--- config.mk ---
export PLATFORM = sky130hd
export DESIGN_NAME = ping_top
export DESIGN_NICKNAME = d
export VERILOG_FILES = /design/src/verilog/ping_bus_pkg.sv /design/src/verilog/ping_core_pkg.sv /design/src/verilog/ping_reg_decode.sv /design/src/verilog/ping_timer.sv /design/src/verilog/ping_fail_log.sv /design/src/verilog/ping_top.sv
export VERILOG_INCLUDE_DIRS = /design/src /design/src/verilog
export SDC_FILE = /design/constraint.sdc
export NUM_CORES = 1
export LEC_CHECK = 0
export ABC_CLOCK_PERIOD_IN_PS = 4300
export BUFFER_PORTS_ARGS = -buffer_cell sky130_fd_sc_hd__buf_2
export CAP_MARGIN = 20
export CORE_MARGIN = 4
export CORE_UTILIZATION = 52
export DETAILED_ROUTE_END_ITERATION = 10
export HOLD_SLACK_MARGIN = 0.06
export PLACE_DENSITY = 0.73
export SLEW_MARGIN = 40
export SYNTH_ARGS = -nofsm -noshare
export SYNTH_HDL_FRONTEND = slang
export SYNTH_SLANG_ARGS = --single-unit
--- constraint.sdc ---
create_clock -name clk_i -period 4.3 [get_ports clk_i]
set_clock_uncertainty 0.2 [all_clocks]
set_input_delay 0.215 -clock clk_i [delete_from_list [all_inputs] [get_ports clk_i]]
set_output_delay 0.215 -clock clk_i [all_outputs]
set_load 0.01 [all_outputs]
--- src/verilog/ping_macros.svh ---
// ping test subsystem constants
`ifndef PING_MACROS_SVH
`define PING_MACROS_SVH

// number of pinged peripherals
`define PING_N_ALERTS 4
`define PING_N_ESC 2

// wait and timeout counter width
`define PING_CNT_DW 8
`define PING_LFSR_DW 16

// lfsr reset state, never zero
`define PING_LFSR_SEED 16'hACE1
// galois feedback taps for x^16 + x^14 + x^13 + x^11 + 1
`define PING_LFSR_TAPS 16'hB400

// minimum spacing between pings
`define PING_MIN_WAIT 4

// register byte offsets
`define PING_ADDR_CTRL 8'h00
`define PING_ADDR_ALERT_EN 8'h04
`define PING_ADDR_TIMEOUT 8'h08
`define PING_ADDR_WAIT_MASK 8'h0C
`define PING_ADDR_ALERT_FAILS 8'h10
`define PING_ADDR_ESC_FAILS 8'h14

`endif

--- src/verilog/ping_bus_pkg.sv ---
// register bus types
`default_nettype none

package ping_bus_pkg;

  // byte address inside the register window
  typedef logic [7:0] addr_t;

  // one register word
  typedef logic [31:0] data_t;

  // axi response code
  typedef logic [1:0] resp_t;

  // decoded address
  localparam resp_t RESP_OKAY = 2'b00;
  // unmapped address, nothing changes
  localparam resp_t RESP_SLVERR = 2'b10;

endpackage

`default_nettype wire

--- src/verilog/ping_core_pkg.sv ---
// ping logic types
`default_nettype none
`include "ping_macros.svh"

package ping_core_pkg;

  // wait and timeout counter value
  typedef logic [`PING_CNT_DW-1:0] cnt_t;

  // one bit per alert receiver / escalation sender
  typedef logic [`PING_N_ALERTS-1:0] alert_vec_t;
  typedef logic [`PING_N_ESC-1:0] esc_vec_t;

  // index of the pinged peripheral
  typedef logic [$clog2(`PING_N_ALERTS)-1:0] alert_id_t;
  typedef logic [$clog2(`PING_N_ESC)-1:0] esc_id_t;

  // prng state
  typedef logic [`PING_LFSR_DW-1:0] lfsr_t;

  // sparse encoding, codewords of a [6,3] code
  // any two states differ in at least 3 bits
  typedef enum logic [5:0] {
    INIT       = 6'b100110,
    ALERT_WAIT = 6'b010101,
    ALERT_PING = 6'b001011,
    ESC_WAIT   = 6'b110011,
    ESC_PING   = 6'b101101,
    FSM_ERROR  = 6'b011110
  } ping_state_e;

endpackage

`default_nettype wire

--- src/verilog/ping_reg_decode.sv ---
// ping register decode
`default_nettype none
`include "ping_macros.svh"

module ping_reg_decode (
  input  wire                                      clk_i,
  input  wire                                      rst_ni,
  // axi4-lite slave
  input  wire ping_bus_pkg::addr_t                 s_awaddr_i,
  input  wire                                      s_awvalid_i,
  output logic                                     s_awready_o,
  input  wire ping_bus_pkg::data_t                 s_wdata_i,
  input  wire [$bits(ping_bus_pkg::data_t)/8-1:0]  s_wstrb_i,
  input  wire                                      s_wvalid_i,
  output logic                                     s_wready_o,
  output ping_bus_pkg::resp_t                      s_bresp_o,
  output logic                                     s_bvalid_o,
  input  wire                                      s_bready_i,
  input  wire ping_bus_pkg::addr_t                 s_araddr_i,
  input  wire                                      s_arvalid_i,
  output logic                                     s_arready_o,
  output ping_bus_pkg::data_t                      s_rdata_o,
  output ping_bus_pkg::resp_t                      s_rresp_o,
  output logic                                     s_rvalid_o,
  input  wire                                      s_rready_i,
  // configuration to the ping timer
  output logic                                     ping_en_o,
  output ping_core_pkg::alert_vec_t                alert_en_o,
  output ping_core_pkg::cnt_t                      timeout_cyc_o,
  output ping_core_pkg::cnt_t                      wait_mask_o,
  // fail log interface
  output logic                                     clr_alert_fails_o,
  output logic                                     clr_esc_fails_o,
  input  wire ping_bus_pkg::data_t                 alert_fails_i,
  input  wire ping_bus_pkg::data_t                 esc_fails_i
);

  localparam ping_core_pkg::cnt_t TIMEOUT_RST = ping_core_pkg::cnt_t'(16);

  logic                bus_rdy_q;
  logic                wr_acc;
  logic                wr_hit;
  logic                rd_acc;
  logic                rd_hit;
  ping_bus_pkg::data_t rd_data;

  // ready stays low during reset and one cycle after
  always_ff @(posedge clk_i or negedge rst_ni) begin
    if (!rst_ni) begin
      bus_rdy_q <= 1'b0;
    end else begin
      bus_rdy_q <= 1'b1;
    end
  end

  ////////////////////////////////////////////////////////////
  // write path
  ////////////////////////////////////////////////////////////

  // aw and w are taken together, blocked while a response waits
  assign s_awready_o = bus_rdy_q & ~s_bvalid_o;
  assign s_wready_o  = s_awready_o;
  assign wr_acc      = s_awvalid_i & s_wvalid_i & s_awready_o;

  assign wr_hit = s_awaddr_i inside {`PING_ADDR_CTRL, `PING_ADDR_ALERT_EN,
                                     `PING_ADDR_TIMEOUT, `PING_ADDR_WAIT_MASK,
                                     `PING_ADDR_ALERT_FAILS, `PING_ADDR_ESC_FAILS};

  // all configuration fields sit in byte lane 0
  always_ff @(posedge clk_i or negedge rst_ni) begin
    if (!rst_ni) begin
      ping_en_o     <= 1'b0;
      alert_en_o    <= '1;
      timeout_cyc_o <= TIMEOUT_RST;
      wait_mask_o   <= '1;
    end else if (wr_acc && s_wstrb_i[0]) begin
      case (s_awaddr_i)
        `PING_ADDR_CTRL:      ping_en_o     <= s_wdata_i[0];
        `PING_ADDR_ALERT_EN:  alert_en_o    <= s_wdata_i[`PING_N_ALERTS-1:0];
        `PING_ADDR_TIMEOUT:   timeout_cyc_o <= s_wdata_i[`PING_CNT_DW-1:0];
        `PING_ADDR_WAIT_MASK: wait_mask_o   <= s_wdata_i[`PING_CNT_DW-1:0];
        default: ;
      endcase
    end
  end

  // any write to a count clears it, whatever the data
  assign clr_alert_fails_o = wr_acc & (s_awaddr_i == `PING_ADDR_ALERT_FAILS);
  assign clr_esc_fails_o   = wr_acc & (s_awaddr_i == `PING_ADDR_ESC_FAILS);

  // bvalid rises the cycle after acceptance
  always_ff @(posedge clk_i or negedge rst_ni) begin
    if (!rst_ni) begin
      s_bvalid_o <= 1'b0;
    end else if (wr_acc) begin
      s_bvalid_o <= 1'b1;
    end else if (s_bready_i) begin
      s_bvalid_o <= 1'b0;
    end
  end

  always_ff @(posedge clk_i) begin
    if (wr_acc) begin
      s_bresp_o <= wr_hit ? ping_bus_pkg::RESP_OKAY : ping_bus_pkg::RESP_SLVERR;
    end
  end

  ////////////////////////////////////////////////////////////
  // read path
  ////////////////////////////////////////////////////////////

  assign s_arready_o = bus_rdy_q & ~s_rvalid_o;
  assign rd_acc      = s_arvalid_i & s_arready_o;

  // register and counter readback mux
  always_comb begin
    rd_hit  = 1'b1;
    rd_data = '0;
    case (s_araddr_i)
      `PING_ADDR_CTRL:        rd_data = ping_bus_pkg::data_t'(ping_en_o);
      `PING_ADDR_ALERT_EN:    rd_data = ping_bus_pkg::data_t'(alert_en_o);
      `PING_ADDR_TIMEOUT:     rd_data = ping_bus_pkg::data_t'(timeout_cyc_o);
      `PING_ADDR_WAIT_MASK:   rd_data = ping_bus_pkg::data_t'(wait_mask_o);
      `PING_ADDR_ALERT_FAILS: rd_data = alert_fails_i;
      `PING_ADDR_ESC_FAILS:   rd_data = esc_fails_i;
      default:                rd_hit  = 1'b0;
    endcase
  end

  always_ff @(posedge clk_i or negedge rst_ni) begin
    if (!rst_ni) begin
      s_rvalid_o <= 1'b0;
    end else if (rd_acc) begin
      s_rvalid_o <= 1'b1;
    end else if (s_rready_i) begin
      s_rvalid_o <= 1'b0;
    end
  end

  // read data is sampled at acceptance
  always_ff @(posedge clk_i) begin
    if (rd_acc) begin
      s_rdata_o <= rd_data;
      s_rresp_o <= rd_hit ? ping_bus_pkg::RESP_OKAY : ping_bus_pkg::RESP_SLVERR;
    end
  end

  // responses wait for the master
  a_bvalid_hold : assert property (@(posedge clk_i) disable iff (!rst_ni)
    s_bvalid_o && !s_bready_i |=> s_bvalid_o);
  a_rvalid_hold : assert property (@(posedge clk_i) disable iff (!rst_ni)
    s_rvalid_o && !s_rready_i |=> s_rvalid_o);

endmodule

`default_nettype wire

--- src/verilog/ping_timer.sv ---
// ping timer
`default_nettype none
`include "ping_macros.svh"

module ping_timer (
  input  wire                             clk_i,
  input  wire                             rst_ni,
  // configuration
  input  wire                             en_i,
  input  wire ping_core_pkg::alert_vec_t  alert_en_i,
  input  wire ping_core_pkg::cnt_t        timeout_cyc_i,
  input  wire ping_core_pkg::cnt_t        wait_mask_i,
  // ping requests and responses
  output ping_core_pkg::alert_vec_t       alert_ping_req_o,
  output ping_core_pkg::esc_vec_t         esc_ping_req_o,
  input  wire ping_core_pkg::alert_vec_t  alert_ping_ok_i,
  input  wire ping_core_pkg::esc_vec_t    esc_ping_ok_i,
  // one cycle fail pulses
  output logic                            alert_fail_o,
  output logic                            esc_fail_o
);

  localparam int unsigned ID_DW = $bits(ping_core_pkg::alert_id_t);

  ping_core_pkg::ping_state_e state_d;
  ping_core_pkg::ping_state_e state_q;

  ////////////////////////////////////////////////////////////
  // prng
  ////////////////////////////////////////////////////////////

  ping_core_pkg::lfsr_t      lfsr_q;
  ping_core_pkg::lfsr_t      lfsr_d;
  ping_core_pkg::alert_id_t  alert_id;
  logic                      id_vld;
  logic                      cnt_set;

  // galois form, shift right and fold the taps in on a one
  assign lfsr_d = lfsr_q[0] ? ((lfsr_q >> 1) ^ ping_core_pkg::lfsr_t'(`PING_LFSR_TAPS))
                            : (lfsr_q >> 1);

  // one step per counter load
  always_ff @(posedge clk_i or negedge rst_ni) begin
    if (!rst_ni) begin
      lfsr_q <= ping_core_pkg::lfsr_t'(`PING_LFSR_SEED);
    end else if (cnt_set) begin
      lfsr_q <= lfsr_d;
    end
  end

  // the bits above the wait value pick the alert
  assign alert_id = lfsr_q[`PING_CNT_DW +: ID_DW];
  // disabled alerts are skipped
  assign id_vld   = alert_en_i[alert_id];

  ////////////////////////////////////////////////////////////
  // wait / timeout counter
  ////////////////////////////////////////////////////////////

  ping_core_pkg::cnt_t  cnt_q;
  ping_core_pkg::cnt_t  wait_cyc;
  ping_core_pkg::cnt_t  cnt_load;
  logic                 wait_set;
  logic                 timeout_set;
  logic                 expired;

  assign expired  = (cnt_q == '0);
  assign cnt_set  = wait_set | timeout_set;
  // minimum spacing first, then the mask shortens the wait
  assign wait_cyc = (lfsr_q[`PING_CNT_DW-1:0] | ping_core_pkg::cnt_t'(`PING_MIN_WAIT))
                    & wait_mask_i;
  assign cnt_load = wait_set ? wait_cyc : timeout_cyc_i;

  // counts down and parks at zero
  always_ff @(posedge clk_i or negedge rst_ni) begin
    if (!rst_ni) begin
      cnt_q <= '0;
    end else if (cnt_set) begin
      cnt_q <= cnt_load;
    end else if (!expired) begin
      cnt_q <= cnt_q - 1'b1;
    end
  end

  ////////////////////////////////////////////////////////////
  // escalation round robin and requests
  ////////////////////////////////////////////////////////////

  ping_core_pkg::esc_id_t  esc_idx_q;
  logic                    esc_step;
  logic                    alert_ping_en;
  logic                    esc_ping_en;
  logic                    alert_hit;
  logic                    esc_hit;
  logic                    alert_spur;
  logic                    esc_spur;

  always_ff @(posedge clk_i or negedge rst_ni) begin
    if (!rst_ni) begin
      esc_idx_q <= '0;
    end else if (esc_step) begin
      esc_idx_q <= (esc_idx_q == ping_core_pkg::esc_id_t'(`PING_N_ESC - 1)) ? '0
                                                                          : esc_idx_q + 1'b1;
    end
  end

  assign alert_ping_req_o = ping_core_pkg::alert_vec_t'(alert_ping_en) << alert_id;
  assign esc_ping_req_o   = ping_core_pkg::esc_vec_t'(esc_ping_en) << esc_idx_q;

  // matching response ends the ping
  assign alert_hit  = |(alert_ping_ok_i & alert_ping_req_o);
  assign esc_hit    = |(esc_ping_ok_i & esc_ping_req_o);
  // any response on a line that was not asked
  assign alert_spur = |(alert_ping_ok_i & ~alert_ping_req_o);
  assign esc_spur   = |(esc_ping_ok_i & ~esc_ping_req_o);

  ////////////////////////////////////////////////////////////
  // ping fsm
  ////////////////////////////////////////////////////////////

  always_comb begin
    state_d       = state_q;
    wait_set      = 1'b0;
    timeout_set   = 1'b0;
    esc_step      = 1'b0;
    alert_ping_en = 1'b0;
    esc_ping_en   = 1'b0;
    alert_fail_o  = alert_spur;
    esc_fail_o    = esc_spur;
    case (state_q)
      // idle until enabled, never entered again
      ping_core_pkg::INIT: begin
        if (en_i) begin
          state_d  = ping_core_pkg::ALERT_WAIT;
          wait_set = 1'b1;
        end
      end
      ping_core_pkg::ALERT_WAIT: begin
        if (expired) begin
          state_d     = ping_core_pkg::ALERT_PING;
          timeout_set = 1'b1;
        end
      end
      // request held until response or timeout
      // a disabled id drops straight through
      ping_core_pkg::ALERT_PING: begin
        alert_ping_en = id_vld;
        if (expired || alert_hit || !id_vld) begin
          state_d  = ping_core_pkg::ESC_WAIT;
          wait_set = 1'b1;
          if (expired && id_vld) begin
            alert_fail_o = 1'b1;
          end
        end
      end
      ping_core_pkg::ESC_WAIT: begin
        if (expired) begin
          state_d     = ping_core_pkg::ESC_PING;
          timeout_set = 1'b1;
        end
      end
      ping_core_pkg::ESC_PING: begin
        esc_ping_en = 1'b1;
        if (expired || esc_hit) begin
          state_d  = ping_core_pkg::ALERT_WAIT;
          wait_set = 1'b1;
          esc_step = 1'b1;
          if (expired) begin
            esc_fail_o = 1'b1;
          end
        end
      end
      // terminal state, both fails stay high
      ping_core_pkg::FSM_ERROR: begin
        alert_fail_o = 1'b1;
        esc_fail_o   = 1'b1;
      end
      default: begin
        state_d      = ping_core_pkg::FSM_ERROR;
        alert_fail_o = 1'b1;
        esc_fail_o   = 1'b1;
      end
    endcase
  end

  always_ff @(posedge clk_i or negedge rst_ni) begin
    if (!rst_ni) begin
      state_q <= ping_core_pkg::INIT;
    end else begin
      state_q <= state_d;
    end
  end

  // only one ping in flight across both groups
  a_alert_req_onehot : assert property (@(posedge clk_i) disable iff (!rst_ni)
    $onehot0(alert_ping_req_o));
  a_esc_req_onehot : assert property (@(posedge clk_i) disable iff (!rst_ni)
    $onehot0(esc_ping_req_o));
  a_req_exclusive : assert property (@(posedge clk_i) disable iff (!rst_ni)
    !((|alert_ping_req_o) && (|esc_ping_req_o)));

endmodule

`default_nettype wire

--- src/verilog/ping_fail_log.sv ---
// ping failure counters
`default_nettype none

module ping_fail_log (
  input  wire                  clk_i,
  input  wire                  rst_ni,
  // fail pulses from the timer
  input  wire                  alert_fail_i,
  input  wire                  esc_fail_i,
  // clear pulses from software
  input  wire                  clr_alert_i,
  input  wire                  clr_esc_i,
  output ping_bus_pkg::data_t  alert_fails_o,
  output ping_bus_pkg::data_t  esc_fails_o
);

  // index 0 counts alerts, index 1 escalations
  logic [1:0]           inc;
  logic [1:0]           clr;
  ping_bus_pkg::data_t  cnt_q [2];

  assign inc = {esc_fail_i, alert_fail_i};
  assign clr = {clr_esc_i, clr_alert_i};

  // clear wins over a pulse in the same cycle
  // counts stop at all ones
  always_ff @(posedge clk_i or negedge rst_ni) begin
    if (!rst_ni) begin
      for (int i = 0; i < 2; i++) begin
        cnt_q[i] <= '0;
      end
    end else begin
      for (int i = 0; i < 2; i++) begin
        if (clr[i]) begin
          cnt_q[i] <= '0;
        end else if (inc[i] && (cnt_q[i] != '1)) begin
          cnt_q[i] <= cnt_q[i] + 1'b1;
        end
      end
    end
  end

  assign alert_fails_o = cnt_q[0];
  assign esc_fails_o   = cnt_q[1];

endmodule

`default_nettype wire

--- src/verilog/ping_top.sv ---
// ping test subsystem top
`default_nettype none

module ping_top (
  input  wire                                      clk_i,
  input  wire                                      rst_ni,
  // axi4-lite slave
  input  wire ping_bus_pkg::addr_t                 s_awaddr_i,
  input  wire                                      s_awvalid_i,
  output logic                                     s_awready_o,
  input  wire ping_bus_pkg::data_t                 s_wdata_i,
  input  wire [$bits(ping_bus_pkg::data_t)/8-1:0]  s_wstrb_i,
  input  wire                                      s_wvalid_i,
  output logic                                     s_wready_o,
  output ping_bus_pkg::resp_t                      s_bresp_o,
  output logic                                     s_bvalid_o,
  input  wire                                      s_bready_i,
  input  wire ping_bus_pkg::addr_t                 s_araddr_i,
  input  wire                                      s_arvalid_i,
  output logic                                     s_arready_o,
  output ping_bus_pkg::data_t                      s_rdata_o,
  output ping_bus_pkg::resp_t                      s_rresp_o,
  output logic                                     s_rvalid_o,
  input  wire                                      s_rready_i,
  // pinged peripherals
  output ping_core_pkg::alert_vec_t                alert_ping_req_o,
  output ping_core_pkg::esc_vec_t                  esc_ping_req_o,
  input  wire ping_core_pkg::alert_vec_t           alert_ping_ok_i,
  input  wire ping_core_pkg::esc_vec_t             esc_ping_ok_i
);

  logic                       ping_en;
  ping_core_pkg::alert_vec_t  alert_en;
  ping_core_pkg::cnt_t        timeout_cyc;
  ping_core_pkg::cnt_t        wait_mask;
  logic                       clr_alert_fails;
  logic                       clr_esc_fails;
  logic                       alert_fail;
  logic                       esc_fail;
  ping_bus_pkg::data_t        alert_fails;
  ping_bus_pkg::data_t        esc_fails;

  // bus and clock ports connect by name
  ping_reg_decode u_reg_decode (
    .ping_en_o         (ping_en),
    .alert_en_o        (alert_en),
    .timeout_cyc_o     (timeout_cyc),
    .wait_mask_o       (wait_mask),
    .clr_alert_fails_o (clr_alert_fails),
    .clr_esc_fails_o   (clr_esc_fails),
    .alert_fails_i     (alert_fails),
    .esc_fails_i       (esc_fails),
    .*
  );

  ping_timer u_timer (
    .en_i          (ping_en),
    .alert_en_i    (alert_en),
    .timeout_cyc_i (timeout_cyc),
    .wait_mask_i   (wait_mask),
    .alert_fail_o  (alert_fail),
    .esc_fail_o    (esc_fail),
    .*
  );

  ping_fail_log u_fail_log (
    .clk_i         (clk_i),
    .rst_ni        (rst_ni),
    .alert_fail_i  (alert_fail),
    .esc_fail_i    (esc_fail),
    .clr_alert_i   (clr_alert_fails),
    .clr_esc_i     (clr_esc_fails),
    .alert_fails_o (alert_fails),
    .esc_fails_o   (esc_fails)
  );

endmodule

`default_nettype wire

Yosys cells after proc, flatten, opt, wreduce, memory -nomap -nowiden. Index checks and enable logic that the tools add are counted.

Register bits: 155. Latch bits: 0. RAM bits: 0. Bits in read-only memories: 0. Bits of input ports: 65. Word-level logic and storage cells: 135. Memories kept: 0.

Add/sub/neg operators: 4. $mul: 0. Div/mod/pow operators: 0. Order comparisons: 1. Eq/ne operators: 24. Shifts and indexed selects: 2. Mux-type cells: 40. Bitwise operators: 19. Reduce and logical (&&, ||, !) cells: 29.

Operators with widths (count): case mux 32 bit (6 select lines) (1); two-way mux 32 bit (4); adder 32 x 1 -> 32 bit, second input constant (2); inequality test 32 bit, second input constant (2); case mux 6 bit (6 select lines) (1); equality test 8 x 4 -> 1 bit, second input constant (4); equality test 8 x 5 -> 1 bit, second input constant (4); two-way mux 6 bit (5); logical NOT 8 bit (3); two-way mux 8 bit (3); two-way mux 1 bit (19); equality test 6 bit, second input constant (3); equality test 8 x 3 -> 1 bit, second input constant (2); two-way mux 16 bit (1); OR reduction 4 bit (4); equality test 6 x 5 -> 1 bit, second input constant (2); inequality test 2 x 1 -> 1 bit, second input constant (5); AND 4 bit (2); AND 8 bit (1); AND reduction 2 bit (4); nonzero test 2 bit (4); subtractor 8 x 1 -> 8 bit, second input constant (1); AND 1 bit (7); equality test 6 x 4 -> 1 bit, second input constant (1); 22 further kinds (34).

Logic depth before layout (Yosys ltp). Gate-level depths: netlist of run 1.

Depth after elaboration: 13. Mapped depth: 11.

Modules after synthesis. Synthesis of run 1 repeated with hierarchy kept, for this count alone.

Cells, all modules: 773. Area total of the unflattened synthesis: 8453.1 µm².

By module, submodules not included: ping_fail_log (instances 1, cells an instance 387, area each 3654.8 µm²); ping_reg_decode (instances 1, cells an instance 183, area each 2718.9 µm²); ping_timer (instances 1, cells an instance 203, area each 2079.5 µm²).

Worst setup path before layout of run 1. No wires, ideal clock.

Path kind: register -> register. Start point: register u_timer.cnt_q[0]. End point: register u_fail_log.cnt_q, in the netlist u_fail_log.esc_fails_o[14]. Data arrival time: 2428 ps. Required time: 4022 ps. Slack: 1594 ps. Cell stages (with the launch flop): 10. Path buffers: 1. Cells stage by stage: dfrtp_1 inv_1 ha_1 nor3b_2 nand2_2 and4b_1 o31a_1 buf_6 or4_1 a21oi_1.

Word-level cells in the longest chain between the ends: 6. Elaborated cells between the ends (all ways): 7.

Ends and longest elaborated chain: from (decl) (line ping_timer.sv:60) `ping_core_pkg::cnt_t cnt_q;`; from (signal assigned) (line ping_timer.sv:79) `cnt_q <= cnt_load;`; from (signal assigned) (line ping_timer.sv:81) `cnt_q <= cnt_q - 1'b1;`; logical NOT 8 bit * (line ping_timer.sv:67) `assign expired = (cnt_q == '0);`; two-way mux 1 bit or logical OR 1 bit (tied branches) (line ping_timer.sv:168, ping_timer.sv:164); two-way mux 1 bit * (line ping_timer.sv:164) `if (expired || esc_hit) begin`; case mux 1 bit (2 select lines) * (line ping_timer.sv:130) `case (state_q)`; logical AND 1 bit * (line ping_fail_log.sv:36) `end else if (inc[i] && (cnt_q[i] != '1)) begin`; nonzero test 2 bit (no source line) *; to (signal, indexed assignment) (line ping_fail_log.sv:37) `cnt_q[i] <= cnt_q[i] + 1'b1;`; to (decl) (line ping_fail_log.sv:20) `ping_bus_pkg::data_t cnt_q [2];`.

Mark *: on every way between the ends. The rest lies on a longest branch, timed or not. A chain may end at the register's enable or synchronous reset.

Worst setup path after layout of run 1.
Start point: register u_timer.lfsr_q[8]. End point: register u_timer.lfsr_q[3].

Word-level cells in the longest chain between the ends: 11. Elaborated cells between the ends (all ways): 12.

Ends and longest elaborated chain: from (decl) (line ping_timer.sv:32) `ping_core_pkg::lfsr_t lfsr_q;`; from (signal assigned) (line ping_timer.sv:45) `` lfsr_q <= ping_core_pkg::lfsr_t'(`PING_LFSR_SEED); ``; from (signal assigned) (line ping_timer.sv:47) `lfsr_q <= lfsr_d;`; binary-select mux 1 bit (select 2 bit) (line ping_timer.sv:54) `assign id_vld = alert_en_i[alert_id];`; two-way mux 1 bit (not written as such) (line ping_timer.sv:54); two-way mux 1 bit (line ping_timer.sv:130); << shifter 1 x 2 -> 4 bit (line ping_timer.sv:107) `assign alert_ping_req_o = ping_core_pkg::alert_vec_t'(alert_ping_en) << alert_id;`; AND 4 bit (line ping_timer.sv:111) `assign alert_hit = |(alert_ping_ok_i & alert_ping_req_o);`; OR reduction 4 bit (line ping_timer.sv:111); logical OR 1 bit (line ping_timer.sv:148) `if (expired || alert_hit || !id_vld) begin`; logical OR 1 bit * (line ping_timer.sv:148); two-way mux 1 bit * (line ping_timer.sv:148); case mux 1 bit (3 select lines) * (line ping_timer.sv:130); OR 1 bit * (line ping_timer.sv:68) `assign cnt_set = wait_set | timeout_set;`.

Mark *: on every way between the ends. The rest lies on a longest branch, timed or not. The select of a mux whose other input is x is not followed.

==> impl_metrics.yaml, run 1 <==
status:
  status: "completed"
hold_path:
  hold_depth: 3
  min_from: "s_araddr_i[3]"
  min_path_type: "input pin to register"
routing:
  viasPerCell: 6.47
  antenna_left: 0
  wl_mm: 21.7
  route.detailed.drc: 0
  drt_iter0_drc: 739
  vias: 7156
  routedWlPerCell_um: 19.6
  drt_pre_antenna_iters: 6
cts:
  clk_pin_slew_ns: 0.07
  worstSkewPairLatency_ns: 0.43
  cts_root_buf: "clkbuf_16"
  numCtsBuffers: 17
  postCtsSetupRepairBufs: 0
  tritoncts: "built"
  clock-sinks: 153
  cts-resized-gates: 0
  h-tree-depth: 4
  cts_hold_buffers: 22
  clk_path_buf_depth: 2
synthesis:
  ys.flop_type: "dfrtp_1"
  synthArstFlopShare: 0.778
  ys.warnings.count: 0
  syn_area_per_cell_um2: 10.3
  netlist_area_um2: 8150
  synth-seq-cells: 153
  yosysUniqueCellTypes: 73
  synth_edf_count: 34
  ys_seq_area_frac: 0.495
  syn_inst: 794
timing:
  hold_viol_final: 0
  period_needed_ns: 3.31
  rsz0062_at_grt: "no"
  tightest_slew_ns: 0.853
  fin_tns_setup_ns: 0
  period_share: 0.771
  finalMaxSlewViolations: 0
  slew_headroom: 0.431
  setup_viol: 0
  fmax_mhz: 302
setup_path:
  required_ns: 4.41
  start_kind: "register"
  cp_max_fo: 19
  worstSetupEndpoint: "u_timer.lfsr_q[3]"
  cp-startpoint: "u_timer.lfsr_q[8]"
  reg2reg_depth: 7
  timing.rr.end: "u_timer.lfsr_q[3]"
  rr_startpoint: "u_timer.lfsr_q[8]"
  r2r_slack_ns: 0.99
  crit_arrival_ns: 3.42
  endpoint_kind: "register"
  critPathKind: "register to register"
power_and_ir_drop:
  p_per_area_nw_per_um2: 378
  p_int_mw: 2.56
  pwr-share-comb: 0.113
  pwr-share-clk: 0.392
  p_leak_nw: 3.82
  p_sw_frac: 0.288
  p_switching_mw: 1.04
  vdd_ir_drop_max_uv: 281
  pwr-share-seq: 0.495
finish:
  final_cell_mix: "dfrtp_1, buf_2, nand2_1, a21oi_1, o21ai_0"
  syn_to_final_growth_pct: 16.9
  seqCellArea_um2: 4030
  final_nets: 950
  multiInputGateArea_um2: 3870
  drive_above_1_share: 0.223
  finalCoreUtilization: 0.624
  n_antenna_cell: 0
  fillerInstances: 1212
  final_common_cell: "dfrtp_1"
floorplan:
  row_count: 45
  core-area_um2: 15300
  die_h_um: 133
  initial_core_util: 0.534
  dieArea_um2: 17700
  io-pin-count: 112
  die_w_um: 133
place:
  io_buffers: 82
  place.gp.congestion: 0.906
  hpwlAfterDp_mm: 15.1
global_routing:
  grt_start_max_net_pins: 73
  overflow: 0
  grt_antenna_before_repair: 0
  grt_pass1_wl_mm: 35.2
  track_usage: 0.244
  grt_pass1_vias: 6818
flow_run:
  drv_cap: 0
==> sequential cells by signal, summed over array words and instances (netlist names) <==
register and count:
u_timer.lfsr_q 16, u_reg_decode.wait_mask_o 8, u_reg_decode.s_bresp_o 1, u_timer.esc_idx_q 1
u_reg_decode.s_bvalid_o 1, u_reg_decode.alert_en_o 4, u_fail_log.esc_fails_o 32, u_timer.cnt_q 8
u_reg_decode.s_rresp_o 1, u_reg_decode.s_rvalid_o 1, u_timer.state_q 6, u_fail_log.alert_fails_o 32
u_reg_decode.bus_rdy_q 1, u_reg_decode.s_rdata_o 32, u_reg_decode.ping_en_o 1, u_reg_decode.timeout_cyc_o 8
==> cell usage after synthesis (all sizes together) (3+ instances only) <==
cell,number,share of area
a221oi,3,0.0054
nor4,10,0.011
nor3,17,0.011
nor3b,5,0.0052
nand2b,4,0.0031
a222oi,4,0.0049
o21ai,48,0.029
mux2i,7,0.0086
nand4b,3,0.0032
and2,8,0.0061
a21o,4,0.0037
edfxtp,34,0.13
a21oi,65,0.040
ha,3,0.0046
and4,8,0.0086
o211ai,9,0.0083
nand4,30,0.023
or4,27,0.025
nor2,25,0.012
nand3b,7,0.0065
dfstp,24,0.077
xnor2,4,0.0043
a31oi,4,0.0031
a211oi,3,0.0028
o31ai,17,0.016
nor2b,4,0.0031
or3,38,0.029
and3,9,0.0069
clkbuf,30,0.014
nand2,65,0.030
nor4bb,3,0.0037
o41ai,4,0.0043
inv,16,0.0074
or4b,3,0.0037
buf,18,0.014
nand3,39,0.024
mux2,37,0.051
a22o,26,0.028
o21a,5,0.0046
dfrtp,95,0.29
==> cells by family after synthesis <==
family | Yosys count | share of synthesized area
adders and majority gates | 3 | 0.00461
AOI/OAI and AO/OA | 207 | 0.168
buffers and inverters | 64 | 0.0355
DFF | 153 | 0.495
xor gates and xnor gates | 5 | 0.00538
other | 2 | 0.000922
and+or+nand+nor | 314 | 0.226
muxes | 46 | 0.0653
==> through the flow <==
stage	cells	hold slack [ns]	instance area, µm²	worst slack [ns]	power (mW)
floorplan	795	-0.281	8150	1.59	2.00
global placement	1051	0.204	8710	1.02	2.15
detailed placement	1052	0.0779	8750	0.982	2.18
CTS	1106	0.0903	9520	0.954	3.60
global route	1106	0.107	9530	0.798	3.76
finish	1106	0.106	9530	0.987	3.60
==> critical path, cell delays in order (launching register included) <==
cell      delay (ns)
dfrtp_1         0.54
mux4_2          0.56
a21oi_1         0.14
a21oi_1         0.17
a221oi_4        0.21
buf_4           0.27
and2_1          0.69
mux2_2          0.42
==> power groups by stage <==
stage / clock network (mW) / registers (mW) / logic (mW)
after floorplan: 0 / 1.74 / 0.253
after global placement: 0 / 1.79 / 0.361
final: 1.41 / 1.78 / 0.407
after global routing: 1.50 / 1.80 / 0.455
after CTS: 1.43 / 1.77 / 0.397
after detailed placement: 0 / 1.80 / 0.382
==> worst min-delay path by stage <==
stage | endpoint | slack [ns]
after detailed placement | u_fail_log.alert_fails_o[20] | 0.08
after CTS | u_reg_decode.s_rdata_o[5] | 0.09
after global placement | u_fail_log.alert_fails_o[20] | 0.20
after global routing | u_reg_decode.s_rdata_o[5] | 0.11
final | u_reg_decode.s_rdata_o[5] | 0.11
after floorplan | u_fail_log.alert_fails_o[0] | -0.28
==> layer usage <==
| layer | GRT usage | routed length [µm] | vias to the layer above |
|---|---|---|---|
| met5 | 0 | 0 | - |
| met1 | 0.342 | 9520 | 3558 |
| met2 | 0.383 | 10300 | 310 |
| li1 | - | - | 3252 |
| met4 | 0.0731 | 374 | 0 |
| met3 | 0.0563 | 1450 | 36 |
==> layout make-up <==
class,instances,area share
inverter,16,0.00630
clock buffer,17,0.0447
clock inverter,15,0.0133
sequential,153,0.423
tap,211,0.0277
timing repair buffer,116,0.0784
multi-input combinational,578,0.407
Power figures use the tool's default switching activity.
==> run 2, diff against run 1 <==
--- a/config.mk
+++ b/config.mk
@@ -6,7 +6,8 @@
 export SDC_FILE = /design/constraint.sdc
 export NUM_CORES = 1
 export LEC_CHECK = 0
-export ABC_CLOCK_PERIOD_IN_PS = 4300
+export ABC_AREA = 1
+export ABC_CLOCK_PERIOD_IN_PS = 3300
 export BUFFER_PORTS_ARGS = -buffer_cell sky130_fd_sc_hd__buf_2
 export CAP_MARGIN = 20
 export CORE_MARGIN = 4
==> constraint.sdc (replaced) <==
create_clock -name clk_i -period 3.3 [get_ports clk_i]
set_clock_uncertainty 0.2 [all_clocks]
set_input_delay 0.165 -clock clk_i [delete_from_list [all_inputs] [get_ports clk_i]]
set_output_delay 0.165 -clock clk_i [all_outputs]
set_load 0.01 [all_outputs]
==> run 2 against run 1 <==
Effect of this change: synthesized area increased by 5.1%; critical path depth up 8; sequential share of layout area shrank 2.3 points; highest routed layer unchanged; flip-flop and latch count stayed put; first-iteration DRC count rose by 39%; final cell count rose by 29%; maximum frequency increased by 7.3%; via count up 10%.
==> impl_metrics.yaml, run 2 <==
synthesis:
  ys_seq_area_frac: 0.470
  netlist_area_um2: 8570
  synth-seq-cells: 153
  synth_common_cells: "nand2_1, inv_1, nor2_1"
  ys.warnings.count: 0
  yosys-top-cells-area: "dfrtp_1, nand2_1, edfxtp_1"
  syn_inst: 1094
  yosysUniqueCellTypes: 48
  synth_area_leader_cell: "dfrtp_1"
  synth_edf_count: 34
  yosysMostFrequentCell: "nand2_1"
  synthArstFlopShare: 0.778
  syn_area_per_cell_um2: 7.83
  ys.flop_type: "dfrtp_1"
  yosysTopAreaCellShare: 0.278
setup_path:
  cp_max_fo: 8
  required_ns: 3.43
  crit_arrival_ns: 3.22
  start_kind: "register"
  endpoint_kind: "register"
  critPathKind: "register to register"
status:
  status: "completed"
routing:
  drt_iter0_drc: 1026
  wl_mm: 23.3
  route.detailed.drc: 0
  viasPerCell: 5.52
  vias: 7902
  drt_pre_antenna_iters: 7
  antenna_left: 0
  routedWlPerCell_um: 16.3
timing:
  period_needed_ns: 3.09
  fin_tns_setup_ns: 0
  finalMaxSlewViolations: 0
  fmax_mhz: 324
  setup_viol: 0
  hold_viol_final: 0
  slew_headroom: 0.562
  period_share: 0.936
  tightest_slew_ns: 0.655
cts:
  clk_path_buf_depth: 2
  numCtsBuffers: 17
  tritoncts: "built"
  worstSkewPairLatency_ns: 0.43
  cts_root_buf: "clkbuf_16"
  clk_pin_slew_ns: 0.06
  h-tree-depth: 4
  clock-sinks: 153
global_routing:
  grt_start_max_net_pins: 50
  grt_pass1_wl_mm: 38.0
  track_usage: 0.262
  grt_antenna_before_repair: 0
  overflow: 0
  grt_pass1_vias: 7448
finish:
  syn_to_final_growth_pct: 17.7
  drive_above_1_share: 0.159
  final_nets: 1271
  final_common_cell: "nand2_1"
  n_antenna_cell: 0
  final_cell_mix: "nand2_1, inv_1, nor2_1"
  fillerInstances: 1428
power_and_ir_drop:
  p_leak_nw: 4.75
  p_total_mw: 4.67
  p_per_area_nw_per_um2: 463
  vdd_ir_drop_max_uv: 413
floorplan:
  core-area_um2: 16000
  row_count: 46
  dieArea_um2: 18600
  die_h_um: 136
  die_w_um: 136
  initial_core_util: 0.535
  io-pin-count: 112
place:
  io_buffers: 82
  hpwlAfterDp_mm: 16.7
  place.gp.congestion: 0.981
hold_path:
  min_path_type: "input pin to async pin"
flow_run:
  drv_cap: 0
-- run 2: cell count changes in the layout (fill, tap and decap cells not counted), sizes merged, moves of 20 or more --
cell   before  now
o21ai      48   81
or3        38    0
nand3      39   72
o22ai       0   20
nor2       25  113
nor3       17   44
nand2      65  292
a22o       26    0
mux2       37    0
inv        19  137
a21oi      65   28
xor2        1   32
or4        27    0
-- run 2: final cells by class --
type / count / area, µm² / area share
multi-input combinational: 772 / 3860 / 0.383
clock inverter: 10 / 140 / 0.0139
tap: 216 / 270 / 0.0268
sequential: 153 / 4030 / 0.400
clock buffer: 22 / 485 / 0.0481
timing repair buffer: 122 / 774 / 0.0768
inverter: 137 / 522 / 0.0517
-- run 2: cells by family after synthesis --
logic type,count (synthesis),synth area share
other cells,2,0.000877
buf+inv,170,0.0812
compound gates,151,0.102
simple gates,573,0.298
xor+xnor,42,0.0429
fa+ha+maj,3,0.00438
flops,153,0.470
-- run 2: worst paths after layout --
check / cells after the start / end / slack, ns / from
worst max-delay path: 15 / u_timer.cnt_q[2] / 0.21 / u_timer.cnt_q[0]
worst min-delay path: 2 / u_timer.state_q[0] / 0.1 / rst_ni
worst max register to register: 15 / u_timer.cnt_q[2] / 0.21 / u_timer.cnt_q[0]
worst min register to register: 2 / u_timer.lfsr_q[2] / 0.27 / u_timer.lfsr_q[2]
max in group asynchronous: 3 / u_timer.lfsr_q[5] / 1.95 / rst_ni
min in group clk_i: 4 / u_reg_decode.s_bresp_o[1] / 0.10 / s_awaddr_i[4]
-- run 2: metal layers --
metal / GRT usage / share of wire / vias to the layer above
met5: 0 / 0 / -
met4: 0.0795 / 0.018 / 0
met3: 0.0577 / 0.084 / 33
met2: 0.398 / 0.45 / 338
met1: 0.376 / 0.44 / 3704
li1: - / - / 3827
-- run 2: report_power, final --
group | switching [mW] | total, mW | leakage (nW) | internal, mW
sequential | 0.120 | 2.17 | 1.71 | 2.05
combinational | 0.285 | 0.447 | 2.74 | 0.162
clock | 0.781 | 2.06 | 0.297 | 1.27
total | 1.19 | 4.67 | 4.75 | 3.49
-- run 2: worst max-delay path, cell delays in order, from the launching register on --
cell           delay [ns]
dfrtp_1              0.40
inv_1                0.08
ha_1                 0.23
nand4_1              0.19
nor2_4               0.24
inv_1                0.15
nand3_1              0.12
dlygate4sd3_1        0.56
nand2_1              0.08
o21a_2               0.18
nand2_2              0.17
inv_1                0.10
o21ai_0              0.09
nand2_1              0.07
nand2_1              0.06
inv_1                0.04
-- run 2: what timing repair did --
action,CTS,global route
hold buffers,23,0
endpoints found under the hold margin,72,0
resized for setup,0,11
endpoints found under the setup margin,0,19
buffers inserted,0,3
-- run 2: per-stage QoR --
stage | cells | cell area [µm²] | util | setup slack, ns | hold WS, ns
floorplan | 1095 | 8570 | - | 1.07 | -0.331
global placement | 1374 | 9180 | 0.574 | 0.702 | 0.0167
detailed placement | 1374 | 9180 | 0.574 | 0.675 | 0.0181
CTS | 1429 | 10000 | 0.627 | 0.0683 | 0.0912
global route | 1432 | 10100 | 0.630 | -0.0217 | 0.123
finish | 1432 | 10100 | 0.630 | 0.212 | 0.0961
